File: src/logic/streamPkg.sv
// Shared sample, sum and operation types; every stream block refers to them by scoped name.

package streamPkg;

  // *********************************************************************
  // Sample and sum widths.
  // *********************************************************************

  localparam int SampleWidth = 16;  // Signed input sample.

  // Eight guard bits cover groups of up to 256 samples.
  localparam int SumWidth = SampleWidth + 8;

  typedef logic signed [SampleWidth-1:0] sample_t;
  typedef logic signed [SumWidth-1:0]    sum_t;

  // *********************************************************************
  // Scale stage operations.
  // *********************************************************************

  typedef enum logic [1:0] {
    opPass      = 2'd0,  // Sample unchanged.
    opNegate    = 2'd1,  // Two's complement negate.
    opShiftLeft = 2'd2,  // Multiply by two.
    opAddOffset = 2'd3   // Add the offset input.
  } scaleOp;

endpackage : streamPkg
File: src/logic/windowSum.sv
// Window accumulator that sums each group of GroupLen samples and holds the total for the sink.

`timescale 1ns/1ps

module windowSum #(
  parameter int unsigned GroupLen = 4
) (
  input  logic                 clk,
  input  logic                 rst,

  // Sample stream.
  input  streamPkg::sample_t   iDat,
  input  logic                 iVld,
  output logic                 iRdy,

  // Sum stream.
  output streamPkg::sum_t      sumDat,
  output logic                 sumVld,
  input  logic                 sumRdy
);

  // Index needs one bit at least, even for single-sample groups.
  localparam int IdxWidth = (GroupLen > 1) ? $clog2(GroupLen) : 1;
  localparam logic [IdxWidth-1:0] LastIdx = IdxWidth'(GroupLen - 1);

  typedef enum logic {
    stAccum,  // Taking samples.
    stHold    // Sum waits for the sink.
  } sumState;

  // *********************************************************************
  // State.
  // *********************************************************************

  sumState                state;
  logic [IdxWidth-1:0]    idx;        // Position in the group.
  streamPkg::sum_t        acc;        // Partial sum.
  streamPkg::sum_t        sampleExt;  // Sign-extended sample.
  logic                   take;
  logic                   lastIn;     // Closing sample of a group.

  assign iRdy   = (state == stAccum);
  assign sumVld = (state == stHold);
  assign take   = iVld && iRdy;
  assign lastIn = (idx == LastIdx);

  assign sampleExt = {{(streamPkg::SumWidth - streamPkg::SampleWidth){iDat[$high(iDat)]}},
                      iDat};

  // *********************************************************************
  // Accumulate and hand over.
  // *********************************************************************

  always_ff @(posedge clk) begin
    if (rst) begin
      state <= stAccum;
      idx   <= '0;
      acc   <= '0;
    end else begin
      case (state)
        stAccum: begin
          if (take) begin
            if (lastIn) begin
              idx   <= '0;
              acc   <= '0;       // Fresh group.
              state <= stHold;
            end else begin
              idx <= idx + 1'b1;
              acc <= acc + sampleExt;
            end
          end
        end
        stHold: begin
          if (sumRdy) begin
            state <= stAccum;  // Sink took the sum.
          end
        end
        default: begin
          state <= stAccum;
        end
      endcase
    end
  end

  // Total lands here with the closing sample.
  always_ff @(posedge clk) begin
    if (take && lastIn) begin
      sumDat <= acc + sampleExt;
    end
  end

endmodule : windowSum

File: config.mk
export PLATFORM = sky130hd
export DESIGN_NAME = windowSum
export DESIGN_NICKNAME = d
export VERILOG_FILES = /design/src/logic/streamPkg.sv /design/src/logic/windowSum.sv
export SDC_FILE = /design/constraint.sdc
export NUM_CORES = 1
export LEC_CHECK = 0
export ABC_AREA = 1
export CAP_MARGIN = 20
export CELL_PAD_IN_SITES_DETAIL_PLACEMENT = 0
export CELL_PAD_IN_SITES_GLOBAL_PLACEMENT = 1
export CORE_MARGIN = 5
export CORE_UTILIZATION = 25
export DETAILED_ROUTE_END_ITERATION = 10
export DONT_BUFFER_PORTS = 1
export PLACE_DENSITY_LB_ADDON = 0.1
export RECOVER_POWER = 25
export SETUP_SLACK_MARGIN = 0.15
export SLEW_MARGIN = 40
export SYNTH_ARGS = -nofsm -noshare
export SYNTH_HDL_FRONTEND = slang
export SYNTH_SLANG_ARGS = --single-unit
File: constraint.sdc
create_clock -name clk -period 3.9 [get_ports clk]
set_input_delay 0.39 -clock clk [delete_from_list [all_inputs] [get_ports clk]]
set_output_delay 0.39 -clock clk [all_outputs]
set_load 0.1 [all_outputs]
==> impl_metrics.json <==
{
  "status": "completed",
  "vias": 2987,
  "crit_top_cell": "buf_4",
  "clk_transition_reported_paths_ns": 0.07,
  "rsz0062_at_grt": "false",
  "slew-limit-headroom": 0.200,
  "worst_pin_slew_ns": 1.20,
  "setup_ws_ns": 1.25,
  "slew_viol_final": 0,
  "crit_path_end_kind": "flip-flop",
  "hold_viol": 0,
  "synthFlopType": "dfxtp_1",
  "cts_tree": "done",
  "clock.fmax_mhz": 377,
  "place_hpwl_um": 8130,
  "die_area_um2": 16600,
  "cts_hold_buffers": 0,
  "synth-edff-count": 24,
  "cts_buffers": 5,
  "asyncSetResetFlopFracSynth": 0,
  "synth_top_area_frac": 0.204,
  "path_cells": "clkbuf_1 -> inv_1 -> nand2_1 -> buf_4 -> nor2_2 -> buf_4 -> nand3_1 -> a21oi_1",
  "groute.usage.overall": 0.130,
  "path_max_fanout": 28,
  "synth_xor_xnor_area_share": 0.0269,
  "synth_cell_type_count": 29,
  "ir_drop_v": 0.000216,
  "r2r_slack_ns": 1.25,
  "post_cts_resized": 0,
  "cts_sinks": 51,
  "synthAdderAreaFrac": 0.0907,
  "nets": 561,
  "via_per_inst": 4.29,
  "wl_per_cell_um": 15.1,
  "cp-start-kind": "flip-flop",
  "syn_area_um2": 3530,
  "yosys-top-cells-area": "edfxtp_1 20%, nand2_1 20%, dfxtp_1 15%",
  "rows": 43,
  "cts_setup_buffers": 0,
  "dr.pass1.iters": 4,
  "dp_slack_ns": 1.57,
  "ys_ff_latch": 51,
  "ys_warn_count": 0,
  "syn_nets": 551,
  "p_int_mw": 1.12,
  "final_core_util": 0.287,
  "gr-total-overflow": 0,
  "htreeDepth": 2,
  "clock_path_buffers": 2,
  "grt_pass1_wl_um": 16400,
  "clock_skew_ns": 0.00751,
  "ant_nets": 0,
  "placed_cells": 688,
  "path_class": "reg -> reg",
  "synth_cells": 506,
  "fin_crit_sh": 0.680,
  "muxShareOfSynthArea": 0,
  "start_util": 0.255,
  "final_area_um2": 3990,
  "power_frac_comb": 0.304,
  "leakage_nw": 1.93,
  "yosysMostFrequentCell": "nand2_1",
  "setup_viol": 0,
  "antenna_found_initial": 0,
  "arrival_ns": 2.84,
  "grt_pass1_vias": 3005,
  "drt_iter0_drc": 128,
  "power.density_nw_per_um2": 425,
  "final_cells": 697,
  "synth-seq-area-share": 0.357,
  "die_y_um": 129,
  "cpPeakStageDelay_ns": 0.88,
  "multi_input_area_um2": 1940,
  "n_fill_cell": 1550,
  "synthTopCellsByCount": "187 x nand2_1, 78 x inv_1, 34 x a21oi_1",
  "core_um2": 13900,
  "syn_avg_cell_area_um2": 6.98,
  "clock_latency_ns": 0.30,
  "p_seq_frac": 0.382,
  "synth_compound_area_frac": 0.0609,
  "antenna_cells": 0,
  "period_minus_slack_ns": 2.65,
  "worstPathRequired_ns": 4.09,
  "cts_root_buf": "clkbuf_16",
  "min_path_type": "in -> reg",
  "io_buffers": 0,
  "place_congestion": 0.792,
  "critPathSlowestCell": "clkbuf_1",
  "p_switching_mw": 0.578,
  "register_area_um2": 1260,
  "swShare": 0.341,
  "maxCapViolations": 0,
  "synth-simple-area-share": 0.368,
  "dieWidth_um": 129,
  "num_io_pins": 46,
  "synth_top_family_by_area": "simple AND/OR/NAND/NOR gates",
  "drive_gt1_frac": 0.0948,
  "setup-tns-final_ns": 0,
  "synth_top_area_cell": "edfxtp_1",
  "finalWirelength_um": 10500,
  "syn2layout_area_growth_pct": 12.8,
  "grt_start_max_net_pins": 29,
  "dpl-instance-area_um2": 3920,
  "clkPwrFrac": 0.315,
  "drcViolationCount": 0
}
==> cells in the final DEF (no fill, tap or decap), drive strengths merged <==
master,instances
nor3,1
inv,81
a21oi,38
dfxtp,27
or2,2
xnor2,1
nand4,6
clkinv,2
nor2,33
and2,13
o21ba,1
nand3b,4
buf,4
xor2,9
nand2,199
nand3,33
fa,1
edfxtp,24
clkbuf,13
bufinv,1
ha,24
==> logic make-up after synthesis <==
family	Yosys count
adders and majority gates	25
AOI/OAI and AO/OA	39
buffers and inverters	90
xor gates and xnor gates	10
DFF	51
and+or+nand+nor	291
==> worst paths after layout <==
check | from | end | depth (start not counted)
worst max-delay path | sumVld$_SDFF_PP0_ | acc[15]$_SDFFE_PP0P_ | 8
worst min-delay path | rst | acc[11]$_SDFFE_PP0P_ | 1
worst max register to register | sumVld$_SDFF_PP0_ | acc[15]$_SDFFE_PP0P_ | 8
worst min register to register | idx[1]$_SDFFE_PP0P_ | idx[1]$_SDFFE_PP0P_ | 2
==> through the flow <==
| stage | hold slack (ns) | power [mW] |
|---|---|---|
| CTS | 0.133 | 1.73 |
| global placement | 0.450 | 1.18 |
| global route | 0.131 | 1.81 |
| finish | 0.149 | 1.69 |
| floorplan | 0.448 | 1.06 |
| detailed placement | 0.456 | 1.19 |
==> per-layer routing <==
metal	up-vias	routed length (um)	part of all wire	global-route usage
met3	10	404	0.039	0.0307
met5	-	0	0	0
met1	1332	5310	0.51	0.176
met4	0	149	0.014	0.0352
met2	45	4620	0.44	0.207
li1	1600	-	-	-
==> flip-flops by register name, summed over array words and instances, names as in the netlist <==
name,flops
sumVld,1
acc,24
sumDat,24
idx,2
==> final cells by class <==
| class | instances | area share |
|---|---|---|
| Clock buffer | 6 | 0.0349 |
| Clock inverter | 2 | 0.00879 |
| Sequential cell | 51 | 0.316 |
| Timing Repair Buffer | 11 | 0.0192 |
| Tap cell | 180 | 0.0565 |
| Multi-Input combinational cell | 365 | 0.487 |
| Inverter | 82 | 0.0772 |
==> power groups by stage <==
stage,sequential (mW),combinational [mW],clock [mW]
after floorplan,0.658,0.399,0
after CTS,0.648,0.528,0.554
after global routing,0.651,0.591,0.572
after global placement,0.663,0.518,0
final,0.647,0.514,0.533
after detailed placement,0.660,0.526,0
==> critical path: cells and delay by family, from the launching register on <==
| kind | cells | cell delay (ns) |
|---|---|---|
| buf+inv | 4 | 1.70 |
| compound gates | 1 | 0.06 |
| simple gates | 3 | 0.45 |
| flops | 1 | 0.31 |
Power figures use the tool's default switching activity.
