[config.mk]
export PLATFORM = sky130hd
export DESIGN_NAME = scaleStage
export DESIGN_NICKNAME = d
export VERILOG_FILES = /design/src/logic/streamPkg.sv /design/src/logic/scaleStage.sv
export SDC_FILE = /design/constraint.sdc
export NUM_CORES = 1
export LEC_CHECK = 0
export ABC_AREA = 1
export BUFFER_PORTS_ARGS = -buffer_cell sky130_fd_sc_hd__buf_2
export CAP_MARGIN = 20
export CORE_MARGIN = 10
export CORE_UTILIZATION = 35
export DETAILED_ROUTE_END_ITERATION = 6
export REMOVE_ABC_BUFFERS = 1
export SLEW_MARGIN = 40
export SYNTH_ARGS = -nofsm -noshare
export SYNTH_HDL_FRONTEND = slang
export SYNTH_SLANG_ARGS = --single-unit
[constraint.sdc]
create_clock -name clk -period 2 [get_ports clk]
set_input_delay 0.3 -clock clk [delete_from_list [all_inputs] [get_ports clk]]
set_output_delay 0.3 -clock clk [all_outputs]
set_load 0.01 [all_outputs]
[src/logic/streamPkg.sv]
// Shared sample, sum and operation types; every stream block refers to them by scoped name.

package streamPkg;

  // *********************************************************************
  // Sample and sum widths.
  // *********************************************************************

  localparam int SampleWidth = 16;  // Signed input sample.

  // Eight guard bits cover groups of up to 256 samples.
  localparam int SumWidth = SampleWidth + 8;

  typedef logic signed [SampleWidth-1:0] sample_t;
  typedef logic signed [SumWidth-1:0]    sum_t;

  // *********************************************************************
  // Scale stage operations.
  // *********************************************************************

  typedef enum logic [1:0] {
    opPass      = 2'd0,  // Sample unchanged.
    opNegate    = 2'd1,  // Two's complement negate.
    opShiftLeft = 2'd2,  // Multiply by two.
    opAddOffset = 2'd3   // Add the offset input.
  } scaleOp;

endpackage : streamPkg
[src/logic/scaleStage.sv]
// Single-register valid/ready stage that applies the selected scale operation to each sample.

`timescale 1ns/1ps

module scaleStage (
  input  logic                 clk,
  input  logic                 rst,

  // Static control.
  input  streamPkg::scaleOp    op,
  input  streamPkg::sample_t   offset,

  // Input stream.
  input  streamPkg::sample_t   iDat,
  input  logic                 iVld,
  output logic                 iRdy,

  // Scaled stream.
  output streamPkg::sample_t   oDat,
  output logic                 oVld,
  input  logic                 oRdy
);

  // *********************************************************************
  // Operation.
  // *********************************************************************

  streamPkg::sample_t result;  // Wraps to the sample width.
  logic               take;    // Input transfer this cycle.

  always_comb begin
    case (op)
      streamPkg::opPass: begin
        result = iDat;
      end
      streamPkg::opNegate: begin
        result = -iDat;  // Most negative value maps to itself.
      end
      streamPkg::opShiftLeft: begin
        result = iDat <<< 1;  // Top bit falls off.
      end
      streamPkg::opAddOffset: begin
        result = iDat + offset;
      end
      default: begin
        result = iDat;
      end
    endcase
  end

  // *********************************************************************
  // Handshake.
  // *********************************************************************

  // Room when the register is empty or being drained.
  assign iRdy = !oVld || oRdy;
  assign take = iVld && iRdy;

  always_ff @(posedge clk) begin
    if (rst) begin
      oVld <= 1'b0;
    end else if (take) begin
      oVld <= 1'b1;  // New result next cycle.
    end else if (oRdy) begin
      oVld <= 1'b0;  // Drained with no refill.
    end
  end

  // Result register, loaded only on a transfer.
  always_ff @(posedge clk) begin
    if (take) begin
      oDat <= result;
    end
  end

endmodule : scaleStage

==> reports/metrics.csv, run 1 <==
metric,value,unit
status,finished clean,
use_met3,2.54,%
routed_wl,7170,um
synthFlopType,edfxtp_1,
start_util,35.8,%
synth_xor_area_share,0.776,%
tns,0,ps
required,2010,ps
htree_levels,1,
synth_area,2260,um2
numPlacedInstances,524,
cts_setup_buffers,0,
area_growth,25.5,%
drt_iter0_drc,119,
critPathLaunch,iDat[0],
crit_top_cell,nand3_1,
numCtsBuffers,3,
vdd_drop_max,0.382,mV
fp-row-count,29,
port_buffers,55,
crit_path_max_fanout,5,
io_pins,56,
grt_pass1_vias,2517,
synth_top_family_by_area,simple AND/OR/NAND/NOR gates,
synth-simple-area-share,45.6,%
clock.fmax,579,MHz
grt_use_met1,17.4,%
drtAntennaViolNets,0,
cp-start-kind,input port,
synth_compound_area_share,9.81,%
hold_violations,0,
critPathArrivalTime,1740,ps
synth_edf_count,16,
crit_type,input port to flop,
place_hpwl,6220,um
hp-start,rst,
critical-path-top-delay-family,adder cells,
synth_cell_type_count,33,
synth_mux_area_share,0,%
drv_cap,0,
synth.largest_area_cell,edfxtp_1,
synthMostInstantiatedCell,nand2_1,
endpoint_kind,flop,
skew,1.50,ps
min_period,1730,ps
grt_pass1_wl,11800,um
fillers,707,
dr_total_vias,2567,
worstSkewPairLatency,260,ps
synth_common_cells,"117 x nand2_1, 60 x inv_1, 43 x nand3_1",
synth_area_leaders,"edfxtp_1 21%, nand2_1 19%, inv_1 10%, nand3_1 9.5%, ha_1 8.9%",
power.leakage,0.00153,uW
path_clk_slew,60,ps
synthCells,372,
clockRootBuffer,clkbuf_8,
avgSynthCellArea,6.07,um2
synthAdderAreaFrac,9.75,%
die_w,100,um
slowest_delay,350,ps
cp_num_buf_inv,3,
grt_usage,14.2,%
die-area,10100,um2
vias_per_cell,4.86,
antenna_cells,0,
ctsHoldBuffers,0,
clockBufferDepth,2,
die_h,100,um
p_per_area,451,nW/um2
crit_chain,buf_2 > ha_1 > inv_1 > fa_1 > inv_1 > nand3_1 > nand3_1 > nand2_1 > nand3_1 > nand2_1 > nand3_1 > a21oi_1,
route.detailed.drc,0,
setup-violations-final,0,
busiest_layer,met2,
finalCritPeriodShare,86.4,%
routedWlPerCell,13.6,um
clock_sinks,17,
synth-seq-cells,17,
overflow,0,
place.gp.congestion,0.859,
gr-usage-met2,24.8,%
hold_class,input port to flop,
cts_resized,0,
firstDrtPassIters,5,
ys_warn_count,0,
grt_start_max_net_pins,17,
drive_gt1_share,22.8,%
yosysSeqAreaShare,22.2,%
slowest_stage,fa_1,
antenna_found_initial,0,
yosys.area.top_type_share,21.3,%
final_cells,528,
async_flop_share,0,%
coreArea,6310,um2
nNetsFinal,507,
slew_violations,0,
regToRegStartpoint,oVld$_SDFFE_PP0P_,
tightestPinTransition,288,ps
maxSlewHeadroom,80.8,%
grt_setup_unrepaired,no,
cts_tree,yes,
==> layer usage <==
layer	up-vias	wire, um
met4	0	68
li1	1363	-
met5	-	0
met1	1129	3130
met2	70	3490
met3	5	470
==> registers in the layout (all words and copies together), names as in the netlist <==
name and cells:
oDat 16, oVld 1
==> cell type report <==
| cell class | instances | area [um2] | area share, % |
|---|---|---|---|
| clock buffer | 4 | 45.0 | 1.59 |
| inverter | 68 | 255 | 9.01 |
| multi-input combinational | 284 | 1490 | 52.5 |
| sequential | 17 | 500 | 17.7 |
| tap | 77 | 96.3 | 3.40 |
| timing repair buffer | 78 | 448 | 15.8 |
==> final timing paths <==
path	cells past startpoint	slack, ps	to
hold / removal	2	190	oVld$_SDFFE_PP0P_
hold reg to reg	2	500	oVld$_SDFFE_PP0P_
setup / recovery	12	270	oDat[12]$_DFFE_PP_
setup reg to reg	2	970	oDat[9]$_DFFE_PP_
==> per-stage QoR <==
stage | hold slack, ps | area [um2] | power, uW | setup slack, ps | utilization [%]
2_1_floorplan | 369 | 2240 | 786 | 318 | -
3_3_place_gp | 460 | 2790 | 1020 | 20.6 | 44.2
3_5_place_dp | 465 | 2790 | 1020 | -2.19 | 44.2
4_1_cts | 194 | 2830 | 1290 | 267 | 44.9
5_1_grt | 207 | 2830 | 1380 | 119 | 44.9
6_report | 192 | 2830 | 1280 | 272 | 44.9
==> cells in the final DEF (no fill, tap or decap), types with 10 or more instances in the layout <==
cell / synthesis / routed
ha_1: 16 / 16
buf_4: 0 / 23
edfxtp_1: 16 / 16
a21oi_1: 22 / 22
inv_1: 60 / 60
buf_2: 2 / 55
nand4_1: 10 / 10
nor2_1: 30 / 30
nand3_1: 43 / 43
nand2_1: 117 / 117
==> where the power goes <==
part | internal (uW) | switching [uW] | leakage [uW]
sequential | 432 | 8.29 | 0.000165
clock | 142 | 122 | 0.0000228
combinational | 226 | 348 | 0.00135
==> logic make-up (layout without fill, tap and decap cells) <==
group | after synthesis | count (layout)
DFF | 17 | 17
and+or+nand+nor | 224 | 224
buffers and inverters | 71 | 150
xor gates and xnor gates | 2 | 2
adders and majority gates | 17 | 17
AOI/OAI and AO/OA | 41 | 41
Note: power is estimated with default switching activity, not from simulation.
==> run 2, diff against run 1 <==
==> constraint.sdc (replaced) <==
create_clock -name clk -period 2 [get_ports clk]
set_input_delay 0.1 -clock clk [delete_from_list [all_inputs] [get_ports clk]]
set_output_delay 0.1 -clock clk [all_outputs]
set_load 0.01 [all_outputs]
==> run 2 against run 1 <==
Against the previous run: clock-buffer cell count is the same; register-to-register slack is essentially flat; core utilization shrank 1.9 points; critical path depth shrank 1; critical path type unchanged; largest cell class unchanged; largest power group unchanged; highest routed layer unchanged.
==> reports/metrics.csv, run 2 (synthesized netlist as in run 1, its figures left out) <==
metric,value,unit
status,finished clean,
start_util,35.8,%
crit_chain,buf_2 > ha_1 > inv_1 > fa_1 > inv_1 > nand3_1 > nand3_1 > a21oi_1 > nand2_1 > nand2_1 > o211ai_1,
die_w,100,um
vdd_drop_max,0.308,mV
drive_gt1_share,19.8,%
routed_wl,6950,um
die_h,100,um
grt_setup_unrepaired,no,
fillers,723,
firstDrtPassIters,4,
drtAntennaViolNets,0,
antenna_cells,0,
drv_cap,0,
critPathArrivalTime,1680,ps
fp-row-count,29,
htree_levels,1,
cts_resized,0,
cp-start-kind,input port,
place_hpwl,6000,um
maxSlewHeadroom,77.5,%
drt_iter0_drc,113,
grt_pass1_vias,2485,
io_pins,56,
crit_path_max_fanout,5,
route.detailed.drc,0,
worstSkewPairLatency,250,ps
clockBufferDepth,2,
clock_sinks,17,
cts_tree,yes,
numCtsBuffers,3,
final_cell_area,2720,um2
layout_common_cells,"117 x nand2_1, 60 x inv_1, 55 x buf_2",
largestRegisters,"oDat (16), oVld (1)",
grt_usage,14.0,%
area_growth,20.3,%
grt_pass1_wl,11700,um
antenna_found_initial,0,
hold_class,input port to flop,
nNetsFinal,491,
endpoint_kind,flop,
tightestPinTransition,335,ps
slowest_stage,fa_1,
regMostFlops,oDat,
min_period,1610,ps
routedWlPerCell,13.6,um
port_buffers,55,
coreArea,6310,um2
slew_violations,0,
tns,0,ps
required,2060,ps
dpl-instance-area,2660,um2
clock.fmax,620,MHz
p_per_area,453,nW/um2
clockRootBuffer,clkbuf_8,
hold_violations,0,
path_clk_slew,60,ps
crit_type,input port to flop,
largest_register_ffs,16,
critical-path-top-delay-family,adder cells,
vias_per_cell,4.93,
place.gp.congestion,0.880,
die-area,10100,um2
power.leakage,0.00146,uW
final_common_cell,nand2_1,
skew,3.66,ps
finalCritPeriodShare,80.6,%
setup-violations-final,0,
cp_num_buf_inv,3,
dr_total_vias,2524,
grt_start_max_net_pins,17,
overflow,0,
slowest_delay,350,ps
-- run 2: changes by cell type in the layout (fill, tap and decap cells not counted), sizes merged --
cell         delta
buf            -17
dlygate4sd3     +1
-- run 2: worst paths after layout --
check                         start                end  cells after the start  slack [ps]
setup reg to reg  oVld$_SDFFE_PP0P_  oDat[7]$_DFFE_PP_                      2         970
setup / recovery            iDat[0]  oDat[8]$_DFFE_PP_                     11         390
hold reg to reg   oVld$_SDFFE_PP0P_  oVld$_SDFFE_PP0P_                      2         500
hold / removal                 iVld  oVld$_SDFFE_PP0P_                      3         110
-- run 2: routing by layer --
layer	GRT usage, %	wire length (um)
met1	17.4	3190
met5	0	0
met3	2.54	460
met4	3.48	71
met2	24.0	3230
-- run 2: worst reg2reg max path, stage by stage, from the launching register on --
cell and delay, ps:
dfxtp_1 320, a21oi_1 140, buf_4 260
-- run 2: repair_timing --
item / CTS / global route
endpoints found under the hold margin: 1 / 0
hold buffers: 1 / 0
setup buffers: 0 / 0
-- run 2: final cells by class --
class                           count  area [um2]  area share [%]
Clock buffer                        4        45.0            1.66
Inverter                           68         255            9.40
Multi-Input combinational cell    284        1490            54.8
Sequential cell                    17         500            18.4
Tap cell                           77        96.3            3.55
Timing Repair Buffer               62         330            12.2
-- run 2: report_power, final --
part | switching [uW] | internal [uW]
logic | 340 | 199
clock network | 113 | 141
registers | 6.25 | 432
-- run 2: stage by stage --
| stage | total power (uW) | util, % | hold WS, ps | setup slack, ps | std cells |
|---|---|---|---|---|---|
| final | 1230 | 43.0 | 111 | 388 | 512 |
| after floorplan | 786 | - | 169 | 411 | 369 |
| after CTS | 1240 | 43.0 | 112 | 377 | 512 |
| after detailed placement | 984 | 42.2 | 268 | 109 | 507 |
| after global routing | 1340 | 43.0 | 125 | 161 | 512 |
| after global placement | 982 | 42.2 | 262 | 91.4 | 507 |
